===== config.mk =====
export PLATFORM = sky130hd
export DESIGN_NAME = i2c_host_regs
export DESIGN_NICKNAME = d
export VERILOG_FILES = /design/src/verilog/i2c_host_pkg.sv /design/src/verilog/i2c_host_regs.sv /design/src/verilog/status_flags.sv /design/src/verilog/wb_reg_ctrl.sv /design/src/verilog/stream_fifo.sv
export SDC_FILE = /design/constraint.sdc
export NUM_CORES = 1
export LEC_CHECK = 0
export BUFFER_PORTS_ARGS = -buffer_cell sky130_fd_sc_hd__buf_2
export CAP_MARGIN = 15
export CORE_AREA = 3 3 319 226
export CTS_CLUSTER_SIZE = 10
export DETAILED_ROUTE_END_ITERATION = 8
export DIE_AREA = 0 0 322 229
export PLACE_DENSITY = 0.76
export REMOVE_ABC_BUFFERS = 1
export SETUP_SLACK_MARGIN = 0.02
export SYNTH_ARGS = -nofsm -noshare
export SYNTH_HDL_FRONTEND = slang
export SYNTH_HIERARCHICAL = 1
export SYNTH_SLANG_ARGS = --single-unit

===== constraint.sdc =====
create_clock -name clk -period 4 [get_ports clk]
set_input_delay 1 -clock clk [delete_from_list [all_inputs] [get_ports clk]]
set_output_delay 1 -clock clk [all_outputs]
set_load 0.03 [all_outputs]

===== src/verilog/i2c_host_pkg.sv =====
// Shared definitions for the I2C host register block
// Register offsets, status and command bit positions, payload types
`default_nettype none

package i2c_host_pkg;

    // Word offsets on the 3-bit host address bus
    localparam logic [2:0] REG_STATUS   = 3'd0;
    localparam logic [2:0] REG_COMMAND  = 3'd2;
    localparam logic [2:0] REG_DATA     = 3'd4;
    localparam logic [2:0] REG_PRESCALE = 3'd6;

    // Status word layout
    localparam int ST_BUSY      = 0;
    localparam int ST_BUS_CONT  = 1;
    localparam int ST_BUS_ACT   = 2;
    localparam int ST_MISS_ACK  = 3;
    localparam int ST_CMD_EMPTY = 8;
    localparam int ST_CMD_FULL  = 9;
    localparam int ST_CMD_OVF   = 10;
    localparam int ST_WR_EMPTY  = 11;
    localparam int ST_WR_FULL   = 12;
    localparam int ST_WR_OVF    = 13;
    localparam int ST_RD_EMPTY  = 14;
    localparam int ST_RD_FULL   = 15;

    // Command register flags, address sits in bits 6..0
    localparam int CMD_START = 8;
    localparam int CMD_READ  = 9;
    localparam int CMD_WRITE = 10;
    localparam int CMD_WR_M  = 11;
    localparam int CMD_STOP  = 12;

    // Data register flags, byte sits in bits 7..0
    localparam int DATA_VALID = 8;
    localparam int DATA_LAST  = 9;

    localparam int WORD_W = 16;
    localparam int ADDR_W = 7;
    localparam int BYTE_W = 8;

    typedef logic [WORD_W-1:0] reg_word_t;
    typedef logic [ADDR_W-1:0] i2c_addr_t;

    // One queued bus engine command
    typedef struct packed {
        i2c_addr_t address;
        logic      start;
        logic      read;
        logic      write;
        logic      write_multiple;
        logic      stop;
    } cmd_t;

    // One byte on the write or read stream
    typedef struct packed {
        logic [BYTE_W-1:0] data;
        logic              last;
    } data_t;

endpackage

`default_nettype wire

===== src/verilog/i2c_host_regs.sv =====
// Top level of the I2C host register block
// Register control, command/write/read FIFOs and status flags
`timescale 1ns/1ps
`default_nettype none

module i2c_host_regs #(
    parameter i2c_host_pkg::reg_word_t DEFAULT_PRESCALE = 16'd1,
    parameter int CMD_FIFO_DEPTH   = 32,
    parameter int WRITE_FIFO_DEPTH = 32,
    parameter int READ_FIFO_DEPTH  = 32
) (
    input  wire logic               clk,
    input  wire logic               rst,

    // Host bus
    input  wire logic [2:0]         wbs_adr_i,
    input  wire logic [15:0]        wbs_dat_i,
    output logic [15:0]             wbs_dat_o,
    input  wire logic               wbs_we_i,
    input  wire logic [1:0]         wbs_sel_i,
    input  wire logic               wbs_stb_i,
    input  wire logic               wbs_cyc_i,
    output logic                    wbs_ack_o,

    // Command stream to the engine
    output i2c_host_pkg::i2c_addr_t cmd_address_o,
    output logic                    cmd_start_o,
    output logic                    cmd_read_o,
    output logic                    cmd_write_o,
    output logic                    cmd_write_multiple_o,
    output logic                    cmd_stop_o,
    output logic                    cmd_valid_o,
    input  wire logic               cmd_ready_i,

    // Write byte stream to the engine
    output logic [7:0]              wr_data_o,
    output logic                    wr_last_o,
    output logic                    wr_valid_o,
    input  wire logic               wr_ready_i,

    // Read byte stream from the engine
    input  wire logic [7:0]         rd_data_i,
    input  wire logic               rd_last_i,
    input  wire logic               rd_valid_i,
    output logic                    rd_ready_o,

    // Engine status
    input  wire logic               busy_i,
    input  wire logic               bus_control_i,
    input  wire logic               bus_active_i,
    input  wire logic               missed_ack_i,

    output i2c_host_pkg::reg_word_t prescale_o,
    output i2c_host_pkg::reg_word_t status_o
);

    i2c_host_pkg::cmd_t  cmd_entry, cmd_head;
    i2c_host_pkg::data_t wr_entry, wr_head;
    i2c_host_pkg::data_t rd_entry, rd_head;
    logic cmd_push, wr_push, rd_pop, rd_head_valid;
    logic cmd_empty, cmd_full, cmd_ovf;
    logic wr_empty, wr_full, wr_ovf;
    logic rd_empty, rd_full;
    logic clr_miss_ack, clr_cmd_ovf, clr_wr_ovf;

    // Engine stream field mapping
    assign cmd_address_o        = cmd_head.address;
    assign cmd_start_o          = cmd_head.start;
    assign cmd_read_o           = cmd_head.read;
    assign cmd_write_o          = cmd_head.write;
    assign cmd_write_multiple_o = cmd_head.write_multiple;
    assign cmd_stop_o           = cmd_head.stop;
    assign wr_data_o            = wr_head.data;
    assign wr_last_o            = wr_head.last;
    assign rd_entry.data        = rd_data_i;
    assign rd_entry.last        = rd_last_i;
    // Engine holds its byte while the read FIFO is full
    assign rd_ready_o           = !rd_full;

    wb_reg_ctrl #(.DEFAULT_PRESCALE(DEFAULT_PRESCALE)) ctrl_i (
        .clk, .rst, .wbs_adr_i, .wbs_dat_i, .wbs_dat_o, .wbs_we_i, .wbs_sel_i,
        .wbs_stb_i, .wbs_cyc_i, .wbs_ack_o,
        .status_word_i(status_o), .rd_entry_i(rd_head), .rd_valid_i(rd_head_valid),
        .cmd_push_o(cmd_push), .cmd_entry_o(cmd_entry),
        .wr_push_o(wr_push), .wr_entry_o(wr_entry), .rd_pop_o(rd_pop), .prescale_o,
        .clr_miss_ack_o(clr_miss_ack), .clr_cmd_ovf_o(clr_cmd_ovf),
        .clr_wr_ovf_o(clr_wr_ovf)
    );

    stream_fifo #(.DEPTH(CMD_FIFO_DEPTH), .payload_t(i2c_host_pkg::cmd_t)) cmd_fifo (
        .clk, .rst, .push_i(cmd_push), .data_i(cmd_entry),
        .data_o(cmd_head), .valid_o(cmd_valid_o), .ready_i(cmd_ready_i),
        .full_o(cmd_full), .empty_o(cmd_empty), .overflow_o(cmd_ovf)
    );

    stream_fifo #(.DEPTH(WRITE_FIFO_DEPTH), .payload_t(i2c_host_pkg::data_t)) write_fifo (
        .clk, .rst, .push_i(wr_push), .data_i(wr_entry),
        .data_o(wr_head), .valid_o(wr_valid_o), .ready_i(wr_ready_i),
        .full_o(wr_full), .empty_o(wr_empty), .overflow_o(wr_ovf)
    );

    // Read side never overflows, the engine sees ready low instead
    stream_fifo #(.DEPTH(READ_FIFO_DEPTH), .payload_t(i2c_host_pkg::data_t)) read_fifo (
        .clk, .rst, .push_i(rd_valid_i), .data_i(rd_entry),
        .data_o(rd_head), .valid_o(rd_head_valid), .ready_i(rd_pop),
        .full_o(rd_full), .empty_o(rd_empty), .overflow_o()
    );

    status_flags flags_i (
        .clk, .rst, .busy_i, .bus_control_i, .bus_active_i, .missed_ack_i,
        .cmd_overflow_i(cmd_ovf), .wr_overflow_i(wr_ovf),
        .clr_miss_ack_i(clr_miss_ack), .clr_cmd_ovf_i(clr_cmd_ovf),
        .clr_wr_ovf_i(clr_wr_ovf),
        .cmd_empty_i(cmd_empty), .cmd_full_i(cmd_full),
        .wr_empty_i(wr_empty), .wr_full_i(wr_full),
        .rd_empty_i(rd_empty), .rd_full_i(rd_full),
        .status_word_o(status_o)
    );

endmodule

`default_nettype wire


===== src/verilog/status_flags.sv =====
// Sticky missed-ack and overflow flags with write-one-to-clear
// Packing of the host status word
`timescale 1ns/1ps
`default_nettype none

module status_flags (
    input  wire logic               clk,
    input  wire logic               rst,
    input  wire logic               busy_i,
    input  wire logic               bus_control_i,
    input  wire logic               bus_active_i,
    input  wire logic               missed_ack_i,
    input  wire logic               cmd_overflow_i,
    input  wire logic               wr_overflow_i,
    input  wire logic               clr_miss_ack_i,
    input  wire logic               clr_cmd_ovf_i,
    input  wire logic               clr_wr_ovf_i,
    input  wire logic               cmd_empty_i,
    input  wire logic               cmd_full_i,
    input  wire logic               wr_empty_i,
    input  wire logic               wr_full_i,
    input  wire logic               rd_empty_i,
    input  wire logic               rd_full_i,
    output i2c_host_pkg::reg_word_t status_word_o
);

    logic miss_ack_q;
    logic cmd_ovf_q;
    logic wr_ovf_q;

    // Raising event beats a clear in the same cycle
    always_ff @(posedge clk or posedge rst) begin
        if (rst) begin
            miss_ack_q <= 1'b0;
            cmd_ovf_q  <= 1'b0;
            wr_ovf_q   <= 1'b0;
        end else begin
            miss_ack_q <= missed_ack_i || (miss_ack_q && !clr_miss_ack_i);
            cmd_ovf_q  <= cmd_overflow_i || (cmd_ovf_q && !clr_cmd_ovf_i);
            wr_ovf_q   <= wr_overflow_i || (wr_ovf_q && !clr_wr_ovf_i);
        end
    end

    // Bits 7..4 read as zero
    always_comb begin
        status_word_o                            = '0;
        status_word_o[i2c_host_pkg::ST_BUSY]      = busy_i;
        status_word_o[i2c_host_pkg::ST_BUS_CONT]  = bus_control_i;
        status_word_o[i2c_host_pkg::ST_BUS_ACT]   = bus_active_i;
        status_word_o[i2c_host_pkg::ST_MISS_ACK]  = miss_ack_q;
        status_word_o[i2c_host_pkg::ST_CMD_EMPTY] = cmd_empty_i;
        status_word_o[i2c_host_pkg::ST_CMD_FULL]  = cmd_full_i;
        status_word_o[i2c_host_pkg::ST_CMD_OVF]   = cmd_ovf_q;
        status_word_o[i2c_host_pkg::ST_WR_EMPTY]  = wr_empty_i;
        status_word_o[i2c_host_pkg::ST_WR_FULL]   = wr_full_i;
        status_word_o[i2c_host_pkg::ST_WR_OVF]    = wr_ovf_q;
        status_word_o[i2c_host_pkg::ST_RD_EMPTY]  = rd_empty_i;
        status_word_o[i2c_host_pkg::ST_RD_FULL]   = rd_full_i;
    end

endmodule

`default_nettype wire


===== src/verilog/wb_reg_ctrl.sv =====
// Host bus register control for the I2C host block
// Decode, acknowledge, readback, prescale and command registers
// Push, pop and clear strobes toward the FIFOs and flags
`timescale 1ns/1ps
`default_nettype none

module wb_reg_ctrl #(
    parameter i2c_host_pkg::reg_word_t DEFAULT_PRESCALE = 16'd1
) (
    input  wire logic               clk,
    input  wire logic               rst,

    // Host bus
    input  wire logic [2:0]         wbs_adr_i,
    input  wire logic [15:0]        wbs_dat_i,
    output logic [15:0]             wbs_dat_o,
    input  wire logic               wbs_we_i,
    input  wire logic [1:0]         wbs_sel_i,
    input  wire logic               wbs_stb_i,
    input  wire logic               wbs_cyc_i,
    output logic                    wbs_ack_o,

    // Readback sources
    input  i2c_host_pkg::reg_word_t status_word_i,
    input  i2c_host_pkg::data_t     rd_entry_i,
    input  wire logic               rd_valid_i,

    // FIFO strobes
    output logic                    cmd_push_o,
    output i2c_host_pkg::cmd_t      cmd_entry_o,
    output logic                    wr_push_o,
    output i2c_host_pkg::data_t     wr_entry_o,
    output logic                    rd_pop_o,

    output i2c_host_pkg::reg_word_t prescale_o,

    // Write-one clears
    output logic                    clr_miss_ack_o,
    output logic                    clr_cmd_ovf_o,
    output logic                    clr_wr_ovf_o
);

    i2c_host_pkg::cmd_t      cmd_q;
    i2c_host_pkg::cmd_t      cmd_next;
    i2c_host_pkg::reg_word_t rd_word;
    logic                    access;
    logic                    wr_access;
    logic                    rd_access;
    logic                    cmd_wr;
    logic                    any_flag;

    // First cycle of a live access, ack rises at the next edge
    assign access    = wbs_cyc_i && wbs_stb_i && !wbs_ack_o;
    assign wr_access = access && wbs_we_i;
    assign rd_access = access && !wbs_we_i;
    assign cmd_wr    = wr_access && (wbs_adr_i == i2c_host_pkg::REG_COMMAND);

    // New command from the enabled bytes, rest from the held copy
    always_comb begin
        cmd_next = cmd_q;
        if (wbs_sel_i[0]) begin
            cmd_next.address = wbs_dat_i[6:0];
        end
        if (wbs_sel_i[1]) begin
            cmd_next.start          = wbs_dat_i[i2c_host_pkg::CMD_START];
            cmd_next.read           = wbs_dat_i[i2c_host_pkg::CMD_READ];
            cmd_next.write          = wbs_dat_i[i2c_host_pkg::CMD_WRITE];
            cmd_next.write_multiple = wbs_dat_i[i2c_host_pkg::CMD_WR_M];
            cmd_next.stop           = wbs_dat_i[i2c_host_pkg::CMD_STOP];
        end
    end

    assign any_flag = cmd_next.start || cmd_next.read || cmd_next.write
                   || cmd_next.write_multiple || cmd_next.stop;

    // Flag byte triggers the push, an all-zero command is ignored
    assign cmd_push_o  = cmd_wr && wbs_sel_i[1] && any_flag;
    assign cmd_entry_o = cmd_next;

    // Data write needs the low byte, last only on a full word write
    assign wr_push_o       = wr_access && (wbs_adr_i == i2c_host_pkg::REG_DATA) && wbs_sel_i[0];
    assign wr_entry_o.data = wbs_dat_i[7:0];
    assign wr_entry_o.last = wbs_sel_i[1] && wbs_dat_i[i2c_host_pkg::DATA_LAST];

    // Status clears land on the ack edge
    assign clr_miss_ack_o = wr_access && (wbs_adr_i == i2c_host_pkg::REG_STATUS)
                         && wbs_sel_i[0] && wbs_dat_i[i2c_host_pkg::ST_MISS_ACK];
    assign clr_cmd_ovf_o  = wr_access && (wbs_adr_i == i2c_host_pkg::REG_STATUS)
                         && wbs_sel_i[1] && wbs_dat_i[i2c_host_pkg::ST_CMD_OVF];
    assign clr_wr_ovf_o   = wr_access && (wbs_adr_i == i2c_host_pkg::REG_STATUS)
                         && wbs_sel_i[1] && wbs_dat_i[i2c_host_pkg::ST_WR_OVF];

    // Readback mux, sampled into wbs_dat_o with the ack
    always_comb begin
        rd_word = '0;
        case (wbs_adr_i)
            i2c_host_pkg::REG_STATUS: begin
                rd_word = status_word_i;
            end
            i2c_host_pkg::REG_COMMAND: begin
                rd_word[6:0]                     = cmd_q.address;
                rd_word[i2c_host_pkg::CMD_START] = cmd_q.start;
                rd_word[i2c_host_pkg::CMD_READ]  = cmd_q.read;
                rd_word[i2c_host_pkg::CMD_WRITE] = cmd_q.write;
                rd_word[i2c_host_pkg::CMD_WR_M]  = cmd_q.write_multiple;
                rd_word[i2c_host_pkg::CMD_STOP]  = cmd_q.stop;
            end
            i2c_host_pkg::REG_DATA: begin
                // Valid bit tells software whether the byte is real
                rd_word[7:0]                      = rd_entry_i.data;
                rd_word[i2c_host_pkg::DATA_VALID] = rd_valid_i;
                rd_word[i2c_host_pkg::DATA_LAST]  = rd_entry_i.last;
            end
            i2c_host_pkg::REG_PRESCALE: begin
                rd_word = prescale_o;
            end
            default: begin
                rd_word = '0;
            end
        endcase
    end

    always_ff @(posedge clk) begin
        if (rd_access) begin
            wbs_dat_o <= rd_word;
        end
    end

    always_ff @(posedge clk or posedge rst) begin
        if (rst) begin
            wbs_ack_o  <= 1'b0;
            rd_pop_o   <= 1'b0;
            cmd_q      <= '0;
            prescale_o <= DEFAULT_PRESCALE;
        end else begin
            // Toggling ack, one access every two cycles
            wbs_ack_o <= wbs_cyc_i && wbs_stb_i && !wbs_ack_o;
            // Pop during the ack cycle, after the byte was sampled
            rd_pop_o  <= rd_access && (wbs_adr_i == i2c_host_pkg::REG_DATA)
                      && wbs_sel_i[0] && rd_valid_i;
            if (cmd_wr) begin
                cmd_q <= cmd_next;
            end
            if (wr_access && (wbs_adr_i == i2c_host_pkg::REG_PRESCALE)) begin
                if (wbs_sel_i[0]) begin
                    prescale_o[7:0] <= wbs_dat_i[7:0];
                end
                if (wbs_sel_i[1]) begin
                    prescale_o[15:8] <= wbs_dat_i[15:8];
                end
            end
        end
    end

    a_ack_single: assert property (
        @(posedge clk) disable iff (rst) wbs_ack_o |=> !wbs_ack_o
    );

    a_push_width: assert property (
        @(posedge clk) disable iff (rst) (cmd_push_o || wr_push_o) |=> !(cmd_push_o || wr_push_o)
    );

endmodule

`default_nettype wire


===== src/verilog/stream_fifo.sv =====
// Synchronous FIFO with a payload type parameter
// Push side drops entries when full, pop side is a valid/ready stream
`timescale 1ns/1ps
`default_nettype none

module stream_fifo #(
    parameter int  DEPTH     = 4,
    parameter type payload_t = logic [7:0]
) (
    input  wire logic     clk,
    input  wire logic     rst,
    input  wire logic     push_i,
    input  payload_t      data_i,
    output payload_t      data_o,
    output logic          valid_o,
    input  wire logic     ready_i,
    output logic          full_o,
    output logic          empty_o,
    output logic          overflow_o
);

    // DEPTH is a power of two so pointers wrap on their own
    localparam int PTR_W = $clog2(DEPTH);

    payload_t           mem [DEPTH];
    logic [PTR_W-1:0]   wr_ptr;
    logic [PTR_W-1:0]   rd_ptr;
    logic [PTR_W:0]     count;
    logic               do_push;
    logic               do_pop;

    assign empty_o = (count == '0);
    assign full_o  = (count == (PTR_W+1)'(DEPTH));
    assign valid_o = !empty_o;
    assign data_o  = mem[rd_ptr];

    // A push into a full FIFO is lost
    assign do_push    = push_i && !full_o;
    assign do_pop     = valid_o && ready_i;
    assign overflow_o = push_i && full_o;

    always_ff @(posedge clk) begin
        if (do_push) begin
            mem[wr_ptr] <= data_i;
        end
    end

    always_ff @(posedge clk or posedge rst) begin
        if (rst) begin
            wr_ptr <= '0;
            rd_ptr <= '0;
            count  <= '0;
        end else begin
            if (do_push) begin
                wr_ptr <= wr_ptr + 1'b1;
            end
            if (do_pop) begin
                rd_ptr <= rd_ptr + 1'b1;
            end
            // Simultaneous push and pop leaves the count alone
            case ({do_push, do_pop})
                2'b10:   count <= count + 1'b1;
                2'b01:   count <= count - 1'b1;
                default: count <= count;
            endcase
        end
    end

    // Occupancy bound over the whole push and pop history
    a_count_bound: assert property (
        @(posedge clk) disable iff (rst) count <= (PTR_W+1)'(DEPTH)
    );

endmodule

`default_nettype wire


==> After elaboration in Yosys (flattened, before gate mapping) <==
Memories as Yosys holds them, arrays and structs flattened.
Cells that the tools add are included.
{ "totals": {"regBits": 97, "ramBits": 960, "input_bits": 42, "out_inout_bits": 73, "elab_cells": 124, "mem_count": 3} }
{ "memory_table": {"columns": ["memory", "words", "word_bits", "read_ports", "rd_clocked_by_memory_dff", "write_ports", "line", "rtl"], "rows": [
  ["cmd_fifo.mem", 32, 12, 1, 0, 1, "stream_fifo.sv:25", "payload_t mem [DEPTH];"],
  ["read_fifo.mem", 32, 9, 1, 0, 1, "stream_fifo.sv:25", null],
  ["write_fifo.mem", 32, 9, 1, 0, 1, "stream_fifo.sv:25", null]
]} }
{ "op_classes": {"addsub": 12, "eq_ne": 12, "muxes": 16, "reduce_logical": 58} }
{ "op_table": {"columns": ["op", "count"], "rows": [
  ["$pmux W6 S2", 3],
  ["$logic_and A1 B1 Y1", 31],
  ["$add A5 B1 Y5 const B", 6],
  ["$pmux W7 S4", 1],
  ["$add A6 B1 Y6 const B", 3],
  ["$eq A6 B6 Y1 const B", 3],
  ["$logic_not A6 Y1", 3],
  ["$sub A6 B1 Y6 const B", 3],
  ["$logic_not A1 Y1", 11],
  ["$pmux W3 S3", 1],
  ["$pmux W2 S4", 1],
  ["$logic_or A1 B1 Y1", 7],
  ["$mux W7", 1],
  ["$eq A2 B1 Y1 const B", 3],
  ["$eq A2 B2 Y1 const B", 3],
  ["$eq A3 B3 Y1 const B", 2],
  ["$mux W1", 6],
  ["$pmux W3 S2", 1],
  ["$reduce_bool A2 Y1", 3],
  ["$mux W5", 1],
  ["$reduce_and A2 Y1", 2],
  ["$eq A3 B2 Y1 const B", 1],
  ["$logic_not A3 Y1", 1],
  ["$pmux W1 S2", 1]
]} }

==> Depth between registers and ports, before layout <==
{ "depth": {"ltp_word": 9, "depth_mapped": 14, "ltp_nobuf": 13} }

==> Modules after synthesis <==
Netlist, hierarchy kept.
{ "modules_own_cells": {"columns": ["module", "n_inst", "cells_each", "area_per_inst_um2", "seq_area_each_um2"], "rows": [
  ["stream_fifo at cmd_fifo", 1, 769, 15743.8, 11931.4],
  ["stream_fifo at write_fifo", 1, 614, 12174.2, 9048.7],
  ["stream_fifo at read_fifo", 1, 614, 12169.2, 9048.7],
  ["wb_reg_ctrl", 1, 171, 2479.9, 1232.4],
  ["status_flags", 1, 27, 236.5, 75.1],
  ["i2c_host_regs", 1, 1, 3.8, 0.0]
]} }

==> Least setup slack after synthesis <==
Ideal clock, no wire load.
{ "synth_path": {"path_kind": "input to register", "startpoint": "input wbs_adr_i[0]", "endpoint": "register cmd_fifo.count[5]", "setup_time_ps": 124, "arrival_ps": 3752, "required_ps": 3876, "setup_slack_ps": 124, "cell_stages": 13, "n_path_buf": 1, "cell_sequence": "and4bb_4 nand4b_4 buf_6 nor2_1 inv_1 a31oi_1 inv_1 ha_1 ha_1 nor4b_1 a311o_1 a311o_1 xnor2_1"} }
{ "synth_between": {"elab_chain_cells": 7, "elab_cells_between_ends": 9, "classes_between": "eq/ne: 3; mux: 1; reduce/logical: 5"} }
{ "synth_rtl": {"columns": ["element", "line", "rtl"], "rows": [
  ["start, declared", "i2c_host_regs.sv:16", "input wire logic [2:0] wbs_adr_i,"],
  ["$eq A3 B2 Y1 (*)", "wb_reg_ctrl.sv:56", "assign cmd_wr = wr_access && (wbs_adr_i == i2c_host_pkg::REG_COMMAND);"],
  ["$logic_and A1 B1 Y1 (*)", "wb_reg_ctrl.sv:56", null],
  ["$logic_and A1 B1 Y1 (*) (2 in series)", "wb_reg_ctrl.sv:77", "assign cmd_push_o = cmd_wr && wbs_sel_i[1] && any_flag;"],
  ["net cmd_push", "i2c_host_regs.sv:60", "logic cmd_push, wr_push, rd_pop, rd_head_valid;"],
  ["$logic_and A1 B1 Y1 (*)", "stream_fifo.sv:38", "assign do_push = push_i && !full_o;"],
  ["$eq A2 B1 Y1 / $eq A2 B2 Y1 (equally long branches)", "stream_fifo.sv:61", "case ({do_push, do_pop})"],
  ["$pmux W6 S2 / $reduce_bool A2 Y1 (equally long branches)", null, null],
  ["end signal, assigned", "stream_fifo.sv:62", "2'b10: count <= count + 1'b1;"],
  ["end signal, assigned", "stream_fifo.sv:63", "2'b01: count <= count - 1'b1;"],
  ["end signal, assigned", "stream_fifo.sv:64", "default: count <= count;"],
  ["end, declared", "stream_fifo.sv:28", "logic [PTR_W:0] count;"]
]} }
The timed path passes the listed nets; every way through them passes the cells marked *.
A chain may end at the register's enable or synchronous reset.

==> Final worst setup path <==
{ "layout_path": {"startpoint": "register cmd_fifo.rd_ptr[0]", "endpoint": "output cmd_address_o[0]"} }
{ "layout_between": {"elab_chain_cells": 1} }
{ "layout_rtl": {"columns": ["element", "line", "rtl"], "rows": [
  ["start, declared", "stream_fifo.sv:27", "logic [PTR_W-1:0] rd_ptr;"],
  ["start signal, assigned", "stream_fifo.sv:58", "rd_ptr <= rd_ptr + 1'b1;"],
  ["$mem_v2 Z32 W12", null, null],
  ["end, declared", "i2c_host_regs.sv:26", "output i2c_host_pkg::i2c_addr_t cmd_address_o,"]
]} }
No other way between the ends.

==> flow_summary.toml <==
[clock_tree]
cts_buffers = 116
clock_latency_ns = 0.69
cts.sinks = 1057
cts_tree = "done"
holdBufCountCts = 0
cts-root-buf = "clkbuf_16"
clk_pin_slew_ns = 0.06
cts_buffer_depth = 3
htreeDepth = 3

[placement]
finalWeightedCongestion = 0.848
io_buffers = 110
hpwl_mm = 62.2
postPlaceCellArea_sq_mm = 0.0448

[floorplanning]
coreArea_sq_mm = 0.0695
dieArea_sq_mm = 0.0737
start_util_pct = 61.6
design.portCount = 115
die-width_um = 322
rows = 81
die_h_um = 229

[synthesis]
synth_area_per_cell_sq_um = 19.5
syn_area_sq_mm = 0.0428
ys_warn_count = 6
synthCells = 2195

[timing]
tightest_slew_ns = 1.19
maxSlewViolCount = 0
slew_headroom_pct = 20.4
period_needed_ns = 3.92
rsz0062_at_grt = "yes"
fin_skew_ns = 0.0383
setup_viol = 0
max_freq_ghz = 0.255
tns_ns = 0
hold_viol_final = 0
finalCritPeriodShare_pct = 98.0

[layout]
drive_above_1_share_pct = 26.6
nets = 2536
final_util_pct = 70.0
final_area_sq_mm = 0.0487
area_growth_syn_to_layout_pct = 13.7

[power_and_ir_drop]
p_per_area_mw_per_mm2 = 637
swShare_pct = 30.3
clkPwrFrac_pct = 30.6
leakage_nw = 16.5
p_int_mw = 21.6
power.switching_mw = 9.41
peakVddDrop_mv = 0.459
pwr-share-comb_pct = 26.7
seqPwrFrac_pct = 42.7

[worst_setup_path]
worstPathRequired_ns = 3.00
worstSetupEndpointType = "output pin"
cp.arrival_ns = 2.92
critPathKind = "reg -> out"
path_max_fanout = 11
start_kind = "flop"

[min_path]
hold_path.class = "in -> async"

[global_routing]
antenna_found_initial = 6
grt_usage_pct = 27.5
grt_max_degree = 35
grt_pass1_vias = 22893
overflow = 0
grt_pass1_wl_mm = 150

[route]
ant_nets = 0
drtIter0Drc = 3004
drc = 0
viasPerCell = 6.62
routed_wl_mm = 99.6
vias = 22799
wire_per_inst_um = 28.9
dr.pass1.iters = 5

[outcome]
status = "complete, no violations"

[flow_run]
cap_viol_max_count = 0
## power groups by stage
stage               Clock, mW  Sequential (mW)  Combinational [mW]
global route             10.1             13.3                8.77
finish                   9.48             13.2                8.29
global placement            0             13.5                7.16
CTS                      9.60             13.2                7.96
floorplan                   0             13.8                4.66
detailed placement          0             13.5                7.34
## worst paths after layout
| kind | from | end | slack [ns] | cells past startpoint |
|---|---|---|---|---|
| worst max-delay path | cmd_fifo/rd_ptr[0] | cmd_address_o[0] | 0.08 | 7 |
| worst min-delay path | rst | flags_i/wr_ovf_q | 0.25 | 2 |
| worst min register to register | ctrl_i/wbs_ack_o | ctrl_i/wbs_ack_o | 0.50 | 1 |
| worst max register to register | read_fifo/rd_ptr[0] | ctrl_i/wbs_dat_o[2] | 0.32 | 6 |
| min in group clk | ctrl_i/wbs_ack_o | ctrl_i/wbs_ack_o | 0.50 | 1 |
| max in group asynchronous | rst | write_fifo/rd_ptr[2] | 2.84 | 2 |
## cells in the final DEF, fill, tap and decap left out, types with 10 or more instances in the layout
cell type,instances
a2111oi_2,10
a2111oi_4,12
buf_2,108
mux4_2,151
nor2b_1,13
nor2_1,118
a22o_1,27
o221ai_1,29
inv_1,47
mux4_1,38
o22ai_1,27
a21oi_1,54
buf_4,159
nand3b_1,10
ha_1,30
mux2_4,25
xnor2_1,24
a22oi_1,29
nand2_1,38
clkbuf_1,61
clkbuf_16,117
edfxtp_1,976
dfrtp_1,72
o21ai_0,19
mux2_2,16
a211oi_1,10
mux2i_1,129
## metal layers
metal	vias to the layer above	part of all wire [%]	GRT usage, %
li1	9486	-	-
met1	11760	42	43.0
met2	1402	44	38.7
met3	143	12	8.03
met4	8	1.8	6.59
met5	-	0.049	0
## worst max-delay path, cell delays in order (launching register included)
cell and delay [ns]:
dfrtp_4 0.43, buf_12 0.17, buf_4 0.14, mux4_1 0.57, a22o_1 0.30, a2111oi_4 0.31, a21oi_1 0.09, buf_2 0.19
## registers in the layout, summed over array words and instances (netlist names), 5 cells and up
register and count:
cmd_fifo/mem 384, read_fifo/mem 288, write_fifo/mem 288, ctrl_i/prescale_o 16, ctrl_i/wbs_dat_o 16, ctrl_i/cmd_q 12
cmd_fifo/count 6, read_fifo/count 6, write_fifo/count 6, cmd_fifo/rd_ptr 5, cmd_fifo/wr_ptr 5, read_fifo/rd_ptr 5
read_fifo/wr_ptr 5, write_fifo/rd_ptr 5, write_fifo/wr_ptr 5
## through the flow
step	instances	setup WS [ns]	hold slack [ns]	total power [mW]
finish	3445	0.0787	0.254	31.0
global route	3445	-0.0204	0.235	32.1
detailed placement	3238	0.0885	0.487	20.9
CTS	3439	0.0264	0.210	30.8
global placement	3238	0.269	0.480	20.7
floorplan	2059	-2.81	0.493	18.5
## timing repair
item | 4_1_cts | 5_1_grt
endpoints found under the setup margin | 21 | 19
buffers inserted | 13 | 5
pin swaps | 2 | 4
gates resized for setup | 33 | 35
## area by class of cell
class	count	area, sq um
Clock inverter	9	164
Clock buffer	179	3170
Sequential cell	1057	31400
Timing Repair Buffer	284	2030
Tap cell	913	1140
Antenna cell	1	2.50
Inverter	47	176
Multi-Input combinational cell	955	10600
Fill cell	4036	20900
Note: power is estimated with default switching activity, not from simulation.
